==> src/seq_pkg.sv <==
/*
 * Vector sequencer package
 * Sizes, operation and unit encodings, the operand union and the
 * request and response structs shared by the sequencer blocks
 */
package seq_pkg;

  ////////////////////
  // Sizes
  ////////////////////

  // Instruction IDs in flight
  localparam int unsigned NrVInsn = 8;
  typedef logic [$clog2(NrVInsn)-1:0] vid_t;

  // Vector register file
  localparam int unsigned NrVRegs = 32;
  typedef logic [$clog2(NrVRegs)-1:0] vreg_t;

  // One bit per instruction ID
  typedef logic [NrVInsn-1:0] vmask_t;

  // Mask operand always lives in v0
  localparam vreg_t VMaskReg = vreg_t'(0);

  ////////////////////
  // Units
  ////////////////////

  localparam int unsigned NrUnits = 5;

  typedef enum logic [2:0] {
    UNIT_ALU,
    UNIT_MFPU,
    UNIT_LOAD,
    UNIT_STORE,
    UNIT_SLIDE
  } unit_e;

  // Queue depth per unit, indexed by unit_e
  localparam int unsigned UnitQueueDepth [NrUnits] = '{4, 4, 2, 2, 2};

  // Wide enough to hold the deepest queue
  localparam int unsigned CntWidth = 3;

  ////////////////////
  // Operations
  ////////////////////

  // Grouped in ranges by unit
  typedef enum logic [3:0] {
    VADD       = 4'd0,
    VSUB       = 4'd1,
    VAND       = 4'd2,
    VMUL       = 4'd3,
    VFADD      = 4'd4,
    VLE        = 4'd5,
    VSE        = 4'd6,
    VSLIDEUP   = 4'd7,
    VSLIDEDOWN = 4'd8,
    VMVXS      = 4'd9
  } op_e;

  // Unit that executes an op; the scalar move runs on the slide unit
  function automatic unit_e unit_of(op_e op);
    unit_of = UNIT_ALU;
    case (op) inside
      [VADD:VAND]      : unit_of = UNIT_ALU;
      [VMUL:VFADD]     : unit_of = UNIT_MFPU;
      VLE              : unit_of = UNIT_LOAD;
      VSE              : unit_of = UNIT_STORE;
      [VSLIDEUP:VMVXS] : unit_of = UNIT_SLIDE;
      default          : unit_of = UNIT_ALU;
    endcase
  endfunction

  ////////////////////
  // Requests
  ////////////////////

  // Register reading of the operand word
  typedef struct packed {
    logic [15-$bits(vreg_t):0] pad;
    vreg_t                     vs1;
  } vs1_field_t;

  // Either vs1 or a scalar immediate, chosen by use_scalar
  typedef union packed {
    vs1_field_t         vreg;
    logic signed [15:0] imm;
  } operand_u;

  typedef struct packed {
    op_e      op;
    vreg_t    vd;
    logic     use_vd;
    vreg_t    vs2;
    logic     use_vs2;
    operand_u operand;
    logic     use_vs1;
    logic     use_scalar;
    logic     vm;
  } seq_req_t;

  typedef struct packed {
    vid_t     id;
    op_e      op;
    unit_e    unit;
    vreg_t    vd;
    logic     use_vd;
    vreg_t    vs2;
    logic     use_vs2;
    operand_u operand;
    logic     use_vs1;
    logic     use_scalar;
    logic     vm;
    vmask_t   hazard_vs1;
    vmask_t   hazard_vs2;
    vmask_t   hazard_vm;
    vmask_t   hazard_vd;
  } pe_req_t;

  typedef struct packed {
    logic [31:0] resp;
    logic        error;
    logic [15:0] error_vl;
  } seq_resp_t;

endpackage

==> src/issue_fsm.sv <==
/*
 * Issue FSM
 * Accepts dispatcher requests, issues them to the processing units,
 * holds stalled requests and waits for the answer of loads, stores
 * and scalar moves
 */
`timescale 1ns/1ps

module issue_fsm (
  input  logic                        clk_i,
  input  logic                        rst_ni,
  // Dispatcher
  input  seq_pkg::seq_req_t           seq_req_i,
  input  logic                        seq_req_valid_i,
  output logic                        seq_req_ready_o,
  output seq_pkg::seq_resp_t          seq_resp_o,
  output logic                        seq_resp_valid_o,
  // Processing units
  output seq_pkg::pe_req_t            pe_req_o,
  output logic                        pe_req_valid_o,
  input  logic                        pe_req_ready_i,
  // Hazards of the current request
  input  seq_pkg::vmask_t             hazard_vs1_i,
  input  seq_pkg::vmask_t             hazard_vs2_i,
  input  seq_pkg::vmask_t             hazard_vm_i,
  input  seq_pkg::vmask_t             hazard_vd_i,
  // ID and queue status
  input  seq_pkg::vid_t               next_vid_i,
  input  logic                        vid_full_i,
  input  logic [seq_pkg::NrUnits-1:0] unit_room_i,
  output logic                        issue_o,
  output seq_pkg::vid_t               issue_vid_o,
  output seq_pkg::unit_e              issue_unit_o,
  // Address generator
  input  logic                        addrgen_ack_i,
  input  logic                        addrgen_error_i,
  input  logic [15:0]                 addrgen_error_vl_i,
  // Scalar response of the slide unit
  input  logic [31:0]                 scalar_resp_i,
  input  logic                        scalar_resp_valid_i,
  output logic                        scalar_resp_ready_o
);
  import seq_pkg::*;

  enum logic {IDLE, WAIT} state_d, state_q;

  pe_req_t pe_req_d;
  logic    pe_req_valid_d;
  logic    stalled;
  logic    no_vec_src;
  logic    any_hazard;
  logic    can_issue;
  logic    needs_answer;

  assign issue_vid_o  = next_vid_i;
  assign issue_unit_o = unit_of(seq_req_i.op);

  // Previous request not yet taken by the units
  assign stalled = pe_req_valid_o & ~pe_req_ready_i;

  // Ops without vector sources and mask issue only hazard free
  assign no_vec_src = ~(seq_req_i.use_vs1 & ~seq_req_i.use_scalar) &
                      ~seq_req_i.use_vs2 & seq_req_i.vm;
  assign any_hazard = |{hazard_vs1_i, hazard_vs2_i, hazard_vm_i, hazard_vd_i};

  assign can_issue = seq_req_valid_i & ~stalled & ~vid_full_i &
                     unit_room_i[issue_unit_o] & ~(no_vec_src & any_hazard);

  // Loads, stores and the scalar move answer the dispatcher
  assign needs_answer = (issue_unit_o == UNIT_LOAD) | (issue_unit_o == UNIT_STORE) |
                        (seq_req_i.op == VMVXS);

  always_comb begin
    state_d             = state_q;
    pe_req_d            = pe_req_o;
    // Keep a stalled request, drop a consumed one
    pe_req_valid_d      = stalled;
    seq_req_ready_o     = 1'b0;
    seq_resp_o          = '0;
    seq_resp_valid_o    = 1'b0;
    scalar_resp_ready_o = 1'b0;
    issue_o             = 1'b0;

    unique case (state_q)
      IDLE: begin
        seq_req_ready_o = ~stalled;
        if (seq_req_valid_i) begin
          seq_req_ready_o = can_issue & ~needs_answer;
          if (can_issue) begin
            issue_o        = 1'b1;
            pe_req_valid_d = 1'b1;
            pe_req_d       = '{
              id:         next_vid_i,
              op:         seq_req_i.op,
              unit:       issue_unit_o,
              vd:         seq_req_i.vd,
              use_vd:     seq_req_i.use_vd,
              vs2:        seq_req_i.vs2,
              use_vs2:    seq_req_i.use_vs2,
              operand:    seq_req_i.operand,
              use_vs1:    seq_req_i.use_vs1,
              use_scalar: seq_req_i.use_scalar,
              vm:         seq_req_i.vm,
              hazard_vs1: hazard_vs1_i,
              hazard_vs2: hazard_vs2_i,
              hazard_vm:  hazard_vm_i,
              hazard_vd:  hazard_vd_i
            };
            // Request stays on the port until the answer
            if (needs_answer) state_d = WAIT;
          end
        end
      end

      WAIT: begin
        // Memory ops end on the address generator acknowledge
        if ((pe_req_o.unit == UNIT_LOAD || pe_req_o.unit == UNIT_STORE) && addrgen_ack_i) begin
          state_d             = IDLE;
          seq_req_ready_o     = 1'b1;
          seq_resp_valid_o    = 1'b1;
          seq_resp_o.error    = addrgen_error_i;
          seq_resp_o.error_vl = addrgen_error_vl_i;
        end
        // Scalar move ends on the slide unit result
        if (pe_req_o.op == VMVXS && scalar_resp_valid_i) begin
          state_d             = IDLE;
          seq_req_ready_o     = 1'b1;
          seq_resp_valid_o    = 1'b1;
          seq_resp_o.resp     = scalar_resp_i;
          scalar_resp_ready_o = 1'b1;
        end
      end

      default: state_d = IDLE;
    endcase
  end

  always_ff @(posedge clk_i or negedge rst_ni) begin
    if (!rst_ni) begin
      state_q        <= IDLE;
      pe_req_valid_o <= 1'b0;
    end else begin
      state_q        <= state_d;
      pe_req_valid_o <= pe_req_valid_d;
    end
  end

  // Request payload
  always_ff @(posedge clk_i) begin
    pe_req_o <= pe_req_d;
  end

  // Back-pressure holds the request until the units take it
  a_pe_req_stable : assert property (
    @(posedge clk_i) disable iff (!rst_ni)
    (pe_req_valid_o && !pe_req_ready_i) |=> (pe_req_valid_o && $stable(pe_req_o))
  );

endmodule

==> src/unit_queue_counters.sv <==
/*
 * Unit queue counters
 * One occupancy counter per processing unit, counted up at issue and
 * down at done, with a room flag per unit
 */
`timescale 1ns/1ps

module unit_queue_counters (
  input  logic                                   clk_i,
  input  logic                                   rst_ni,
  input  logic                                   issue_i,
  input  seq_pkg::unit_e                         issue_unit_i,
  input  seq_pkg::vmask_t [seq_pkg::NrUnits-1:0] pe_done_i,
  output logic [seq_pkg::NrUnits-1:0]            unit_room_o
);
  import seq_pkg::*;

  logic [NrUnits-1:0][CntWidth-1:0] cnt_q;
  logic [NrUnits-1:0]               cnt_up, cnt_down;

  for (genvar u = 0; u < NrUnits; u++) begin : gen_cnt
    assign cnt_up[u]   = issue_i & (issue_unit_i == unit_e'(u));
    // Any finished ID frees one slot
    assign cnt_down[u] = |pe_done_i[u];

    always_ff @(posedge clk_i or negedge rst_ni) begin
      if (!rst_ni) begin
        cnt_q[u] <= '0;
      end else if (cnt_up[u] && !cnt_down[u]) begin
        cnt_q[u] <= cnt_q[u] + CntWidth'(1);
      end else if (cnt_down[u] && !cnt_up[u]) begin
        cnt_q[u] <= cnt_q[u] - CntWidth'(1);
      end
    end

    assign unit_room_o[u] = cnt_q[u] < CntWidth'(UnitQueueDepth[u]);

    // Units report done only for IDs they were given
    a_no_underflow : assert property (
      @(posedge clk_i) disable iff (!rst_ni)
      (cnt_down[u] && !cnt_up[u]) |-> (cnt_q[u] != '0)
    );

    // Issue is held back while a queue is full
    a_no_overflow : assert property (
      @(posedge clk_i) disable iff (!rst_ni)
      cnt_q[u] <= CntWidth'(UnitQueueDepth[u])
    );
  end

endmodule

==> src/vector_sequencer.sv <==
/*
 * Vector sequencer top
 * ID tracking, hazard checking, unit queue counters and the issue FSM
 */
`timescale 1ns/1ps

module vector_sequencer (
  input  logic                                   clk_i,
  input  logic                                   rst_ni,
  // Dispatcher
  input  seq_pkg::seq_req_t                      seq_req_i,
  input  logic                                   seq_req_valid_i,
  output logic                                   seq_req_ready_o,
  output seq_pkg::seq_resp_t                     seq_resp_o,
  output logic                                   seq_resp_valid_o,
  // Processing units
  output seq_pkg::pe_req_t                       pe_req_o,
  output logic                                   pe_req_valid_o,
  input  logic                                   pe_req_ready_i,
  input  seq_pkg::vmask_t [seq_pkg::NrUnits-1:0] pe_done_i,
  // Address generator
  input  logic                                   addrgen_ack_i,
  input  logic                                   addrgen_error_i,
  input  logic [15:0]                            addrgen_error_vl_i,
  // Scalar response
  input  logic [31:0]                            scalar_resp_i,
  input  logic                                   scalar_resp_valid_i,
  output logic                                   scalar_resp_ready_o,
  // Status
  output logic                                   seq_idle_o,
  output seq_pkg::vmask_t                        running_o,
  output seq_pkg::vmask_t [seq_pkg::NrVInsn-1:0] global_hazard_table_o
);
  import seq_pkg::*;

  logic               issue;
  vid_t               issue_vid;
  unit_e              issue_unit;
  vid_t               next_vid;
  logic               vid_full;
  vmask_t             running_next;
  vmask_t             hazard_vs1, hazard_vs2, hazard_vm, hazard_vd;
  logic [NrUnits-1:0] unit_room;

  vid_tracker u_vid_tracker (
    .clk_i          (clk_i),
    .rst_ni         (rst_ni),
    .issue_i        (issue),
    .issue_vid_i    (issue_vid),
    .issue_unit_i   (issue_unit),
    .pe_done_i      (pe_done_i),
    .next_vid_o     (next_vid),
    .vid_full_o     (vid_full),
    .running_o      (running_o),
    .running_next_o (running_next),
    .idle_o         (seq_idle_o)
  );

  vreg_hazard_checker u_hazard_checker (
    .clk_i          (clk_i),
    .rst_ni         (rst_ni),
    .req_i          (seq_req_i),
    .issue_i        (issue),
    .issue_vid_i    (issue_vid),
    .running_i      (running_o),
    .running_next_i (running_next),
    .hazard_vs1_o   (hazard_vs1),
    .hazard_vs2_o   (hazard_vs2),
    .hazard_vm_o    (hazard_vm),
    .hazard_vd_o    (hazard_vd),
    .hazard_table_o (global_hazard_table_o)
  );

  unit_queue_counters u_queue_counters (
    .clk_i        (clk_i),
    .rst_ni       (rst_ni),
    .issue_i      (issue),
    .issue_unit_i (issue_unit),
    .pe_done_i    (pe_done_i),
    .unit_room_o  (unit_room)
  );

  issue_fsm u_issue_fsm (
    .clk_i               (clk_i),
    .rst_ni              (rst_ni),
    .seq_req_i           (seq_req_i),
    .seq_req_valid_i     (seq_req_valid_i),
    .seq_req_ready_o     (seq_req_ready_o),
    .seq_resp_o          (seq_resp_o),
    .seq_resp_valid_o    (seq_resp_valid_o),
    .pe_req_o            (pe_req_o),
    .pe_req_valid_o      (pe_req_valid_o),
    .pe_req_ready_i      (pe_req_ready_i),
    .hazard_vs1_i        (hazard_vs1),
    .hazard_vs2_i        (hazard_vs2),
    .hazard_vm_i         (hazard_vm),
    .hazard_vd_i         (hazard_vd),
    .next_vid_i          (next_vid),
    .vid_full_i          (vid_full),
    .unit_room_i         (unit_room),
    .issue_o             (issue),
    .issue_vid_o         (issue_vid),
    .issue_unit_o        (issue_unit),
    .addrgen_ack_i       (addrgen_ack_i),
    .addrgen_error_i     (addrgen_error_i),
    .addrgen_error_vl_i  (addrgen_error_vl_i),
    .scalar_resp_i       (scalar_resp_i),
    .scalar_resp_valid_i (scalar_resp_valid_i),
    .scalar_resp_ready_o (scalar_resp_ready_o)
  );

endmodule

==> src/vid_tracker.sv <==
/*
 * Instruction ID tracker
 * Hands out the lowest free ID and keeps one running matrix per unit
 */
`timescale 1ns/1ps

module vid_tracker (
  input  logic                                   clk_i,
  input  logic                                   rst_ni,
  input  logic                                   issue_i,
  input  seq_pkg::vid_t                          issue_vid_i,
  input  seq_pkg::unit_e                         issue_unit_i,
  input  seq_pkg::vmask_t [seq_pkg::NrUnits-1:0] pe_done_i,
  output seq_pkg::vid_t                          next_vid_o,
  output logic                                   vid_full_o,
  output seq_pkg::vmask_t                        running_o,
  output seq_pkg::vmask_t                        running_next_o,
  output logic                                   idle_o
);
  import seq_pkg::*;

  // Row per unit, column per ID
  vmask_t [NrUnits-1:0] running_d, running_q;

  always_comb begin
    running_d      = running_q;
    running_o      = '0;
    running_next_o = '0;
    // Done bits retire IDs on their unit
    for (int u = 0; u < NrUnits; u++) begin
      running_d[u] &= ~pe_done_i[u];
    end
    if (issue_i) begin
      running_d[issue_unit_i][issue_vid_i] = 1'b1;
    end
    for (int u = 0; u < NrUnits; u++) begin
      running_o      |= running_q[u];
      running_next_o |= running_d[u];
    end
  end

  // Lowest ID that is not running
  always_comb begin
    next_vid_o = '0;
    for (int i = NrVInsn - 1; i >= 0; i--) begin
      if (!running_o[i]) next_vid_o = vid_t'(i);
    end
  end

  assign vid_full_o = &running_o;
  assign idle_o     = ~|running_o;

  always_ff @(posedge clk_i or negedge rst_ni) begin
    if (!rst_ni) begin
      running_q <= '0;
    end else begin
      running_q <= running_d;
    end
  end

  // The FSM must never issue without a free ID
  a_no_issue_when_full : assert property (
    @(posedge clk_i) disable iff (!rst_ni) issue_i |-> !vid_full_o
  );

endmodule

==> src/vreg_hazard_checker.sv <==
/*
 * Vector register hazard checker
 * Tracks the last reader and writer of every register, derives the
 * RAW, WAR and WAW hazard vectors of the current request and keeps
 * the global hazard table
 */
`timescale 1ns/1ps

module vreg_hazard_checker (
  input  logic                                   clk_i,
  input  logic                                   rst_ni,
  input  seq_pkg::seq_req_t                      req_i,
  input  logic                                   issue_i,
  input  seq_pkg::vid_t                          issue_vid_i,
  input  seq_pkg::vmask_t                        running_i,
  input  seq_pkg::vmask_t                        running_next_i,
  output seq_pkg::vmask_t                        hazard_vs1_o,
  output seq_pkg::vmask_t                        hazard_vs2_o,
  output seq_pkg::vmask_t                        hazard_vm_o,
  output seq_pkg::vmask_t                        hazard_vd_o,
  output seq_pkg::vmask_t [seq_pkg::NrVInsn-1:0] hazard_table_o
);
  import seq_pkg::*;

  // Last accessing instruction of a register
  typedef struct packed {
    vid_t vid;
    logic valid;
  } vreg_entry_t;

  vreg_entry_t [NrVRegs-1:0] read_list_d, read_list_q;
  vreg_entry_t [NrVRegs-1:0] write_list_d, write_list_q;
  vmask_t [NrVInsn-1:0]      table_d, table_q;

  logic   vs1_is_reg;
  vreg_t  vs1_idx;
  vmask_t war_hazard;

  // One-hot of the entry's ID, only while that ID still runs
  function automatic vmask_t live_mask(vreg_entry_t e, vmask_t running);
    live_mask        = '0;
    live_mask[e.vid] = e.valid & running[e.vid];
  endfunction

  ////////////////////
  // Hazards
  ////////////////////

  // Operand word is a register index only without a scalar
  assign vs1_is_reg = req_i.use_vs1 & ~req_i.use_scalar;
  assign vs1_idx    = req_i.operand.vreg.vs1;

  always_comb begin
    // WAR on vd stalls every source read
    war_hazard = req_i.use_vd ? live_mask(read_list_q[req_i.vd], running_i) : '0;
    // RAW per source, plus WAR
    hazard_vs1_o = war_hazard;
    hazard_vs2_o = war_hazard;
    hazard_vm_o  = war_hazard;
    if (vs1_is_reg) hazard_vs1_o |= live_mask(write_list_q[vs1_idx], running_i);
    if (req_i.use_vs2) hazard_vs2_o |= live_mask(write_list_q[req_i.vs2], running_i);
    if (!req_i.vm) hazard_vm_o |= live_mask(write_list_q[VMaskReg], running_i);
    // WAW
    hazard_vd_o = req_i.use_vd ? live_mask(write_list_q[req_i.vd], running_i) : '0;
  end

  ////////////////////
  // List and table update
  ////////////////////

  always_comb begin
    read_list_d  = read_list_q;
    write_list_d = write_list_q;
    table_d      = table_q;
    // Retire entries of finished IDs
    for (int v = 0; v < NrVRegs; v++) begin
      read_list_d[v].valid  = read_list_q[v].valid & running_i[read_list_q[v].vid];
      write_list_d[v].valid = write_list_q[v].valid & running_i[write_list_q[v].vid];
    end
    if (issue_i) begin
      if (req_i.use_vd) write_list_d[req_i.vd] = '{vid: issue_vid_i, valid: 1'b1};
      if (vs1_is_reg) read_list_d[vs1_idx] = '{vid: issue_vid_i, valid: 1'b1};
      if (req_i.use_vs2) read_list_d[req_i.vs2] = '{vid: issue_vid_i, valid: 1'b1};
      if (!req_i.vm) read_list_d[VMaskReg] = '{vid: issue_vid_i, valid: 1'b1};
      // New row depends on everything it waits for
      table_d[issue_vid_i] = hazard_vs1_o | hazard_vs2_o | hazard_vm_o | hazard_vd_o;
    end
    // Drop dependencies on IDs that are done
    for (int id = 0; id < NrVInsn; id++) begin
      table_d[id] &= running_next_i;
    end
  end

  always_ff @(posedge clk_i or negedge rst_ni) begin
    if (!rst_ni) begin
      read_list_q  <= '0;
      write_list_q <= '0;
      table_q      <= '0;
    end else begin
      read_list_q  <= read_list_d;
      write_list_q <= write_list_d;
      table_q      <= table_d;
    end
  end

  assign hazard_table_o = table_q;

endmodule
==> config.mk <==
export PLATFORM = sky130hd
export DESIGN_NAME = vector_sequencer
export DESIGN_NICKNAME = d
export VERILOG_FILES = /design/src/seq_pkg.sv /design/src/issue_fsm.sv /design/src/unit_queue_counters.sv /design/src/vector_sequencer.sv /design/src/vid_tracker.sv /design/src/vreg_hazard_checker.sv
export SDC_FILE = /design/constraint.sdc
export NUM_CORES = 1
export LEC_CHECK = 0
export BUFFER_PORTS_ARGS = -buffer_cell sky130_fd_sc_hd__buf_2
export CORE_ASPECT_RATIO = 1.2
export CORE_UTILIZATION = 40
export CTS_CLUSTER_DIAMETER = 30
export DETAILED_ROUTE_END_ITERATION = 10
export GPL_ROUTABILITY_DRIVEN = 0
export SLEW_MARGIN = 20
export SYNTH_ARGS = -nofsm -noshare
export SYNTH_HDL_FRONTEND = slang
export SYNTH_SLANG_ARGS = --single-unit
==> constraint.sdc <==
create_clock -name clk_i -period 14.1 [get_ports clk_i]
set_clock_uncertainty 0.1 [all_clocks]
set_input_delay 1.41 -clock clk_i [delete_from_list [all_inputs] [get_ports clk_i]]
set_output_delay 1.41 -clock clk_i [all_outputs]
set_load 0.05 [all_outputs]
Word-level counts from Yosys, hierarchy flattened

Cells that the tools add are included.

Register bits after elaboration: 450
Latch bits: 0
RAM bits: 0
Memory bits (read-only): 0
Bits of input ports: 130
Output and inout bits: 199
Logic and storage cells: 693
Memories: 0

Add/sub/neg operators: 10
Multiply operators: 0
Divide/modulo/power cells: 0
Magnitude comparators: 94
Equality and inequality tests: 10
Shifts and indexed selects: 0
Mux-type cells: 231
Bitwise operators: 132
Reduce and logical (&&, ||, !) cells: 53

Operator list:

| operator             | number |
|---|---|
| $bwmux W128          | 3 |
| $mux W128            | 3 |
| $mux W125            | 3 |
| $lt A3 B4 Y1 const B | 70 |
| $bmux W1 S3          | 69 |
| $and A8 B8 Y8        | 18 |
| $or A8 B8 Y8         | 14 |
| $mux W1              | 92 |
| $and A1 B1 Y1        | 83 |
| $bmux W4 S5          | 4 |
| $mux W3              | 23 |
| $bwmux W64           | 1 |
| $mux W64             | 1 |
| $demux W4 S5         | 3 |
| $mux W8              | 7 |
| $mux W49             | 1 |
| $demux W8 S3         | 2 |
| $reduce_or A8 Y1     | 6 |
| $mux W40             | 1 |
| $not A8 Y8           | 5 |
| $or A40 B40 Y40      | 1 |
| $mux W32             | 1 |
| $mux W4              | 8 |
| $reduce_or A32 Y1    | 1 |
| other kinds (31)     | 110 |

Logic depth before layout (Yosys ltp)

Gate-level depths: netlist (run 1).

Depth after elaboration: 25
Depth in mapped cells: 25
Gate-level depth less buffers: 18

By module

Synthesis (run 1) repeated with hierarchy kept, for this count alone.

Cells, all modules: 2357
Area total of the unflattened synthesis: 27695.3 µm²

By module, submodules not included:

| module              | instances | cells an instance | area an instance (µm²) | sequential area each (µm²) |
|---|---|---|---|---|
| vreg_hazard_checker | 1         | 1864              | 21810.9                | 8007.7 |
| issue_fsm           | 1         | 192               | 2994.1                 | 2242.2 |
| vid_tracker         | 1         | 218               | 1969.4                 | 1001.0 |
| unit_queue_counters | 1         | 83                | 920.9                  | 375.4 |

Worst setup path before layout (run 1)

No wires, ideal clock.

Path kind: input to output
Start point: input seq_req_i[4] (netlist bit)
End point: output seq_req_ready_o
Arrival time: 6.636 ns
Data required time: 12.590 ns
Slack: 5.954 ns
Stages: 16
Path buffers: 4
Cell sequence: clkbuf_1 -> buf_1 -> buf_2 -> mux2i_1 -> o22ai_1 -> nor4_1 -> nand2_1 -> nand2_1 -> nor3_1 -> or3_1 -> or4_1 -> o21ai_1 -> buf_2 -> nand2_1 -> inv_1 -> a211o_1

Word-level cells in the longest chain between the ends: 16
Elaborated cells on any way between the ends: 20
Classes of those cells: order compare (2); mux (9); bitwise (7); reduce/logical (2)

Ends and longest elaborated chain:

| item                                                               | line                      | text |
|---|---|---|
| from (decl)                                                        | vector_sequencer.sv:11    | `input seq_pkg::seq_req_t seq_req_i,` |
| $bmux W4 S5 *                                                      | vreg_hazard_checker.sv:60 | `if (vs1_is_reg) hazard_vs1_o \|= live_mask(write_list_q[vs1_idx], running_i);` |
| $mux W4 (implied by the code) *                                    | vreg_hazard_checker.sv:60 |  |
| $lt A3 B4 Y1 (implied by the code) or $ge A3 B1 Y1 (tied branches) | vreg_hazard_checker.sv:42 | `live_mask[e.vid] = e.valid & running[e.vid];` |
| $logic_and A1 B1 Y1 (implied by the code)                          | vreg_hazard_checker.sv:42 |  |
| $mux W1 (implied by the code)                                      | vreg_hazard_checker.sv:42 |  |
| $demux W1 S3                                                       | --                        |  |
| $and A8 B8 Y8 (no source line) *                                   | --                        |  |
| $or A8 B8 Y8 *                                                     | vreg_hazard_checker.sv:60 |  |
| $mux W8 *                                                          | vreg_hazard_checker.sv:60 |  |
| $reduce_or A32 Y1 *                                                | issue_fsm.sv:64           | `assign any_hazard = \|{hazard_vs1_i, hazard_vs2_i, hazard_vm_i, hazard_vd_i};` |
| $and A1 B1 Y1 *                                                    | issue_fsm.sv:67           | `unit_room_i[issue_unit_o] & ~(no_vec_src & any_hazard);` |
| $not A1 Y1 *                                                       | issue_fsm.sv:67           |  |
| $and A1 B1 Y1 *                                                    | issue_fsm.sv:67           |  |
| $and A1 B1 Y1 *                                                    | issue_fsm.sv:88           | `seq_req_ready_o = can_issue & ~needs_answer;` |
| $mux W1 *                                                          | issue_fsm.sv:87           | `if (seq_req_valid_i) begin` |
| $pmux W1 S2 *                                                      | issue_fsm.sv:84           | `unique case (state_q)` |
| to (decl)                                                          | vector_sequencer.sv:13    | `output logic seq_req_ready_o,` |

Every way passes the cells marked *; elsewhere a longest branch is shown, timed or not. The select of a mux whose other input is x is not followed.

Final worst setup path (run 1)

Start point: input seq_req_i[27] (netlist bit)
End point: output seq_req_ready_o

Word-level cells in the longest chain between the ends: 17
Elaborated cells on any way between the ends: 37
Classes of those cells: order compare (4); mux (19); bitwise (11); reduce/logical (3)

Ends and longest elaborated chain:

| item                                                               | line                                                                            | text |
|---|---|---|
| $bmux W4 S5                                                        | vreg_hazard_checker.sv:55                                                       | `war_hazard = req_i.use_vd ? live_mask(read_list_q[req_i.vd], running_i) : '0;` |
| $mux W4 (implied by the code)                                      | vreg_hazard_checker.sv:55                                                       |  |
| $lt A3 B4 Y1 (implied by the code) or $ge A3 B1 Y1 (tied branches) | vreg_hazard_checker.sv:42                                                       |  |
| $logic_and A1 B1 Y1 (implied by the code)                          | vreg_hazard_checker.sv:42                                                       |  |
| $mux W1 (implied by the code)                                      | vreg_hazard_checker.sv:42                                                       |  |
| $demux W1 S3                                                       | --                                                                              |  |
| $and A8 B8 Y8 (no source line)                                     | --                                                                              |  |
| $mux W8                                                            | vreg_hazard_checker.sv:55                                                       |  |
| $or A8 B8 Y8, on equally long branches                             | vreg_hazard_checker.sv:62, vreg_hazard_checker.sv:60, vreg_hazard_checker.sv:61 |  |
| $mux W8, on equally long branches                                  | vreg_hazard_checker.sv:62, vreg_hazard_checker.sv:60, vreg_hazard_checker.sv:61 |  |
| $reduce_or A32 Y1 *                                                | issue_fsm.sv:64                                                                 |  |
| $and A1 B1 Y1 *                                                    | issue_fsm.sv:67                                                                 |  |
| $not A1 Y1 *                                                       | issue_fsm.sv:67                                                                 |  |
| $and A1 B1 Y1 *                                                    | issue_fsm.sv:67                                                                 |  |
| $and A1 B1 Y1 *                                                    | issue_fsm.sv:88                                                                 |  |
| $mux W1 *                                                          | issue_fsm.sv:87                                                                 |  |
| $pmux W1 S2 *                                                      | issue_fsm.sv:84                                                                 |  |

Marks and branches as above.

==> summary.txt, run 1 <==
Logic synthesis
  • Cell variety after synth: 81
  • YS warnings: 0
  • Post-Syn Area: 28000 sq um
  • FFs w/ async S/R, synth: 83.8%
  • Cell count after synthesis: 2420
  • Seq cells post-synth: 450
  • Syn Nets: 2560
  • Synth Area per Inst: 11.6 sq um
  • Fraction of the yosys area taken by sequential cells: 41.5%
  • Top_reg_cell synth: dfrtp_1
  • EDFF count, synth: 73

Power
  • Clock share of power: 47.7%
  • Net Switching: 1720 uW
  • Worst IR Drop VDD: 127 uV
  • Sequential power share: 30.3%
  • Combinational share of power: 21.9%
  • Cell Int Power: 3480 uW
  • Leakage Power: 0.0148 uW
  • PwrDens: 153 nW/um^2
  • Sw Ratio: 33.1%

Finish
  • Fin area: 33900 sq um
  • Most frequent cells in the layout: dfrtp_1, buf_2, mux2i_1, mux4_2, nand2_1
  • Most common cell after layout, fill and taps aside: dfrtp_1
  • Share of cells above drive strength 1: 31.8%
  • Final net count: 2823
  • Fin util: 48.8%
  • Area grow syn2layout: 21.0%

Clock network
  • Clock root cell: clkbuf_16
  • Clock-pin slew of the registers on the worst-case setup and hold paths: 0.05 ns
  • CTS tree: built
  • Skew-Pair Late Insertion Delay: 0.70 ns
  • Hold buffers post-CTS: 0
  • CTS max path bufs: 3
  • CTS Buf Count: 98
  • Sink Count: 450
  • CTS HTree Levels: 3
  • Post-CTS sizing: 0
  • Postcts setup bufs: 0

Run
  • Number of max-cap violations: 0

Timing
  • Worst slew pin tran: 1.14 ns
  • Final setup vio count: 0
  • Slew Viols, Final: 0
  • Crit path time final: 9.39 ns
  • RSZ-0062 raised after global routing: false
  • Slew headroom: 24.0%
  • Worst hold slack: 0.374 ns
  • Final Worst Setup Slack: 4.71 ns
  • Setup TNS: 0 ns
  • Fin. Hold Viols: 0
  • Tcrit/Tclk final: 66.6%
  • FMAX: 0.106 GHz

Routing
  • Vias per inst: 6.57
  • Remaining DRCs: 0
  • Drt total wl: 107000 um
  • Drt pass-1 iters: 7
  • Wirelength per Cell: 29.0 um
  • DR vias: 24.2k
  • Initial DRC count: 3215
  • Final ANT Viol Nets: 0

Setup path
  • Cell Chain, Critical Path: buf_4, buf_4, mux4_2, nor2_1, or3_1, nor4_1, nor2b_1, nand4_1, and4_1, nand4_1, o21ai_4, nand2_1, buf_4, clkinv_2, a211o_1, buf_2
  • Crit path from: seq_req_i[27]
  • CP Capture Type: output pin
  • Reg2reg end: u_queue_counters.cnt_q[14]
  • Worst reg2reg path startpoint: u_vid_tracker.running_q[37]
  • Worst setup path class: input port to output pin
  • Crit Path Max Fanout: 69
  • CP max stage cell: buf_4
  • R2r setup slk: 7.84 ns
  • CP peak stage delay: 0.91 ns
  • Setup crit start kind: input port
  • Crit path arrival time: 7.88 ns
  • Setup crit end: seq_req_ready_o
  • Worst Path Required: 12.59 ns
  • R2r worst-path depth: 18
  • CP most frequent cell: buf_4

Placement
  • Pre-CTS setup slack: 4.82 ns
  • Dpl cell area: 30300 sq um
  • HPWL Detailed: 71000 um
  • Count of input and output buffers: 328

Die
  • Area of the core: 69500 sq um
  • Initial Util: 40.4%
  • Die width: 244 um
  • Die area: 71200 sq um
  • Die H: 292 um
  • Row cnt: 106
  • IO Count: 329

Hold path
  • Worst hold path type: flip-flop to flip-flop
  • Hold path startpoint: u_queue_counters.cnt_q[8]

Status
  • Status: complete, no violations

Global routing
  • Vias in the first global route: 23.8k
  • GRT Residual Overflow: 0
  • Global-route total usage across every layer: 29.4%
  • Pin count of the biggest net entering global routing: 157
  • Initial antenna violation count: 2
  • First-pass GRT wire length: 157000 um
-- cells by family (layout without fill, tap and decap cells) --
kind of cell | Yosys count | after routing | synth area share, %
fa+ha+maj | 10 | 10 | 0.580
simple gates | 685 | 685 | 14.8
other cells | 0 | 1 | 0
buf+inv | 247 | 595 | 3.88
mux | 528 | 528 | 27.1
flops | 450 | 450 | 41.5
xor+xnor | 16 | 16 | 0.500
compound gates | 484 | 484 | 11.7
-- synth_stat cells (27+ instances only) --
| library cell | n | area share, % |
|---|---|---|
| a311oi_1 | 43 | 1.3 |
| dfrtp_1 | 377 | 34 |
| mux2_2 | 98 | 3.9 |
| a21oi_1 | 96 | 1.7 |
| and3_1 | 53 | 1.2 |
| nand3_1 | 63 | 1.1 |
| nor4_4 | 28 | 2.1 |
| mux2i_1 | 176 | 6.3 |
| and2_1 | 35 | 0.78 |
| buf_2 | 36 | 0.64 |
| edfxtp_1 | 73 | 7.8 |
| o22ai_1 | 79 | 1.8 |
| nand2_1 | 151 | 2.0 |
| o21ai_0 | 57 | 1.0 |
| nand2b_1 | 59 | 1.3 |
| o211ai_1 | 37 | 0.99 |
| nor3_1 | 30 | 0.54 |
| o32ai_1 | 27 | 0.84 |
| a21o_1 | 34 | 0.91 |
| nor2_1 | 118 | 1.6 |
| mux2_1 | 84 | 3.4 |
| clkbuf_1 | 134 | 1.8 |
| mux4_2 | 164 | 13 |
| inv_1 | 41 | 0.55 |
-- cell type report --
class | count | area, sq um
antenna | 1 | 2.50
clock buffer | 122 | 2710
clock inverter | 63 | 955
fill | 6177 | 35600
inverter | 44 | 168
multi-input combinational | 1723 | 15400
sequential | 450 | 11600
tap | 918 | 1150
timing repair buffer | 366 | 1960
-- worst max-delay path, delay by kind of cell --
family / cells / cell delay [ns]
AND/OR/NAND/NOR: 8 / 2.70
AO/OA/AOI/OAI: 2 / 0.75
multiplexers: 1 / 0.37
buffers and inverters: 5 / 2.52
-- state kept, by name (all words and copies together) (netlist names) --
register / count
u_issue_fsm.pe_req_valid_o: 1
u_hazard_checker.write_list_q: 128
u_hazard_checker.read_list_q: 128
u_issue_fsm.state_q: 1
u_issue_fsm.pe_req_o: 73
u_hazard_checker.hazard_table_o: 64
u_vid_tracker.running_q: 40
u_queue_counters.cnt_q: 15
-- stage by stage --
stage               total power, uW  instances
detailed placement             2720       3501
finish                         5200       3687
floorplan                      2360       2420
global placement               2690       3501
global route                   5380       3686
CTS                            5210       3686
-- power by group through the flow --
stage / clock (uW) / combinational [uW] / sequential [uW]
after floorplan: 0 / 680 / 1680
after global placement: 0 / 1100 / 1590
after detailed placement: 0 / 1120 / 1590
after CTS: 2510 / 1130 / 1580
after global routing: 2580 / 1200 / 1590
final: 2480 / 1140 / 1580
-- worst min-delay path by stage --
stage,cells past startpoint,end
CTS,1,u_queue_counters.cnt_q[8]
finish,1,u_queue_counters.cnt_q[8]
detailed placement,1,u_queue_counters.cnt_q[5]
global placement,1,u_queue_counters.cnt_q[11]
floorplan,1,u_queue_counters.cnt_q[11]
global route,1,u_queue_counters.cnt_q[11]
-- layer usage --
layer  up-vias  routed length, um  part of all wire, %  track usage (%)
li1       9967                  -                    -                -
met1     12200              40100                   38             37.7
met2      1685              49500                   46             45.5
met3       407              10700                   10             6.93
met4         4               6500                  6.1             16.5
met5         -                 31                0.029                0
No activity file was read; power rests on OpenSTA's default activity.
==> inputs of run 2 (changes only) <==
--- a/config.mk
+++ b/config.mk
@@ -5,6 +5,7 @@
 export SDC_FILE = /design/constraint.sdc
 export NUM_CORES = 1
 export LEC_CHECK = 0
+export ABC_AREA = 1
 export BUFFER_PORTS_ARGS = -buffer_cell sky130_fd_sc_hd__buf_2
 export CORE_ASPECT_RATIO = 1.2
 export CORE_UTILIZATION = 40
==> constraint.sdc (replaced) <==
create_clock -name clk_i -period 8.2 [get_ports clk_i]
set_clock_uncertainty 0.1 [all_clocks]
set_input_delay 0.82 -clock clk_i [delete_from_list [all_inputs] [get_ports clk_i]]
set_output_delay 0.82 -clock clk_i [all_outputs]
set_load 0.05 [all_outputs]
==> run 2 against run 1 <==
Net effect:
- setup slack worse by 3.6 ns
- cell count up 48%
- power up 77%
- highest routed layer is now met4
==> summary.txt, run 2 <==
Status
  • Status: complete, no violations (unchanged)

Timing
  • Crit path time final: 7.11 ns
  • Worst slew pin tran: 1.17 ns (was 1.14 ns)
  • Slew headroom: 21.3% (was 24.0%)
  • RSZ-0062 raised after global routing: false (unchanged)
  • Final setup vio count: 0 (unchanged)
  • Tcrit/Tclk final: 86.8%
  • Slew Viols, Final: 0 (unchanged)
  • Setup TNS: 0 ns (unchanged)
  • FMAX: 0.141 GHz
  • Fin. Hold Viols: 0 (unchanged)

Setup path
  • Worst setup path class: input port to output pin (unchanged)
  • CP max stage cell: inv_2 (was buf_4)
  • R2r worst-path depth: 22 (was 18)
  • Cell Chain, Critical Path: buf_2, nor2_2, inv_2, o22ai_1, o21ai_0, nand4_1, nor2_1, nand2_1, nor2_4, nand3_2, nand2_1, inv_1, nand2_1, nor2_1, nand2_1, nor2_1, nand2_1, nand2_2, nand3_1, a21oi_1, or2_2, buf_2 (was buf_4, buf_4, mux4_2, nor2_1, or3_1, nor4_1, nor2b_1, nand4_1, and4_1, nand4_1, o21ai_4, nand2_1, buf_4, clkinv_2, a211o_1, buf_2)
  • Crit path from: seq_req_i[27] (unchanged)
  • Crit path arrival time: 6.19 ns (was 7.88 ns)
  • CP most frequent cell: nand2_1 (was buf_4)
  • CP Capture Type: output pin (unchanged)
  • Reg2reg end: u_issue_fsm.pe_req_o[53] (was u_queue_counters.cnt_q[14])
  • R2r setup slk: 2.59 ns (was 7.84 ns)
  • Crit Path Max Fanout: 38 (was 69)
  • Worst Path Required: 7.28 ns (was 12.59 ns)
  • Setup crit start kind: input port (unchanged)
  • Worst reg2reg path startpoint: u_vid_tracker.running_q[23] (was u_vid_tracker.running_q[37])
  • CP peak stage delay: 0.82 ns (was 0.91 ns)

Power
  • PwrDens: 269 nW/um^2 (was 153 nW/um^2)
  • Leakage Power: 0.0165 uW (was 0.0148 uW)
  • Worst IR Drop VDD: 230 uV (was 127 uV)
  • Power Total: 9220 uW (was 5200 uW)

Logic synthesis
  • Cell variety after synth: 45 (was 81)
  • Top_reg_cell synth: dfrtp_1 (unchanged)
  • Fraction of the yosys area taken by sequential cells: 41.0% (was 41.5%)
  • Syn Nets: 4283 (was 2560)
  • Synth Area per Inst: 6.85 sq um (was 11.6 sq um)
  • FFs w/ async S/R, synth: 83.8% (unchanged)
  • Cell count after synthesis: 4143 (was 2420)
  • Post-Syn Area: 28400 sq um (was 28000 sq um)
  • Leading area contributor after synthesis: dfrtp_1 (unchanged)
  • Top post-synthesis cells by area: dfrtp_1, nand2_1, o21ai_0 (was dfrtp_1, mux4_2, edfxtp_1)
  • EDFF count, synth: 73 (unchanged)
  • Top cells by count, synth: nand2_1, o21ai_0, inv_1 (was dfrtp_1, mux2i_1, mux4_2)
  • Synth top area share: 33.3% (was 33.6%)
  • YS warnings: 0 (unchanged)
  • Top-count cell post-synth: nand2_1 (was dfrtp_1)
  • Seq cells post-synth: 450 (unchanged)

Global routing
  • Met2 Use GR: 49.8% (was 45.5%)
  • First-pass GRT wire length: 171000 um (was 157000 um)
  • Global-route total usage across every layer: 31.0% (was 29.4%)
  • GRT Residual Overflow: 0 (unchanged)
  • Vias in the first global route: 28.1k (was 23.8k)
  • GRT Max-Usage Layer: met2 (unchanged)
  • Initial antenna violation count: 6 (was 2)
  • Met1 GRT Util: 40.3% (was 37.7%)
  • Met3 usage: 6.07% (was 6.93%)
  • Pin count of the biggest net entering global routing: 151 (was 157)

Clock network
  • CTS tree: built (unchanged)
  • CTS Buf Count: 101 (was 98)
  • Post-CTS sizing: 0 (unchanged)
  • CTS max path bufs: 3 (unchanged)
  • Sink Count: 450 (unchanged)
  • Clock-pin slew of the registers on the worst-case setup and hold paths: 0.05 ns (about the same)
  • Skew-Pair Late Insertion Delay: 0.69 ns (was 0.70 ns)
  • CTS HTree Levels: 3 (unchanged)
  • Postcts setup bufs: 0 (unchanged)
  • Clock root cell: clkbuf_16 (unchanged)
  • Hold buffers post-CTS: 0 (unchanged)

Finish
  • Final net count: 4571 (was 2823)
  • Share of cells above drive strength 1: 14.7% (was 31.8%)
  • Regs by FF count: u_hazard_checker.read_list_q: 128 flops, u_hazard_checker.write_list_q: 128 flops, u_issue_fsm.pe_req_o: 73 flops (unchanged)
  • Area grow syn2layout: 20.8% (was 21.0%)
  • Most common cell after layout, fill and taps aside: nand2_1 (was dfrtp_1)
  • Fillers: 7091 (was 6177)
  • Most frequent cells in the layout: nand2_1, o21ai_0, inv_1, dfrtp_1, buf_2 (was dfrtp_1, buf_2, mux2i_1, mux4_2, nand2_1)

Die
  • Die H: 294 um (was 292 um)
  • Die width: 245 um (was 244 um)
  • Die area: 72000 sq um (was 71200 sq um)
  • IO Count: 329 (unchanged)
  • Initial Util: 40.6% (was 40.4%)
  • Row cnt: 106 (unchanged)
  • Area of the core: 69900 sq um (was 69500 sq um)

Routing
  • DR vias: 30.5k (was 24.2k)
  • Remaining DRCs: 0 (unchanged)
  • Drt total wl: 114000 um (was 107000 um)
  • Vias per inst: 5.61 (was 6.57)
  • Wirelength per Cell: 21.0 um (was 29.0 um)
  • Initial DRC count: 3194 (was 3215)
  • Drt pass-1 iters: 7 (unchanged)
  • Final ANT Viol Nets: 0 (unchanged)

Run
  • Number of max-cap violations: 0 (unchanged)

Placement
  • Count of input and output buffers: 328 (unchanged)
  • HPWL Detailed: 76200 um (was 71000 um)

Hold path
  • Worst hold path type: input port to asynchronous set/reset pin (was flip-flop to flip-flop)
## run 2: worst max-delay path by stage
stage                                  to  cells after the start  slack (ns)
2_1_floorplan  u_queue_counters.cnt_q[14]                     29        3.55
3_3_place_gp    u_queue_counters.cnt_q[7]                     25        0.94
3_5_place_dp    u_queue_counters.cnt_q[7]                     25        0.89
4_1_cts                   seq_req_ready_o                     22        1.30
5_1_grt                   seq_req_ready_o                     22        1.03
6_report                  seq_req_ready_o                     22        1.09
## run 2: metal layers
metal	vias to the layer above	share of wire, %
met5	-	0
met4	0	4.4
met3	307	9.7
met2	1681	46
met1	14200	40
li1	14300	-
## run 2: stage by stage
stage | hold slack (ns) | area, sq um | utilization, % | worst slack, ns | instances
2_1_floorplan | 0.340 | 28400 | - | 3.55 | 4143
3_3_place_gp | 0.360 | 30700 | 44.0 | 0.938 | 5246
3_5_place_dp | 0.365 | 30700 | 44.0 | 0.890 | 5246
4_1_cts | 0.135 | 34300 | 49.0 | 1.30 | 5437
5_1_grt | 0.190 | 34300 | 49.0 | 1.03 | 5441
6_report | 0.116 | 34300 | 49.0 | 1.09 | 5441
## run 2: power breakdown
part / internal (uW) / switching (uW)
Clock: 2620 / 1470
Sequential: 2530 / 203
Combinational: 581 / 1820
Total: 5730 / 3490
## run 2: layout make-up
type                            count  area (sq um)  area share [%]
Clock buffer                      117          2700            7.88
Timing Repair Buffer              380          2070            6.03
Multi-Input combinational cell   3079         14300            41.8
Antenna cell                        4          10.0          0.0292
Clock inverter                     74           812            2.37
Tap cell                          918          1150            3.35
Sequential cell                   450         11600            33.9
Inverter                          419          1580            4.60
## run 2: critical path: cells and delay by family
kind,cells,cell delay (ns)
simple gates,15,2.98
buf+inv,4,1.65
compound gates,3,0.70
## run 2: kinds of logic (layout without fill, tap and decap cells)
kind of cell | after synthesis | after routing | share of synthesized area [%]
AND/OR/NAND/NOR | 1871 | 1871 | 26.7
AO/OA/AOI/OAI | 1183 | 1183 | 22.5
adder cells (fa/ha/maj) | 10 | 10 | 0.573
multiplexers | 5 | 5 | 0.198
other | 0 | 4 | 0
XOR/XNOR | 10 | 10 | 0.309
buffers and inverters | 614 | 990 | 8.75
flip-flops | 450 | 450 | 41.0
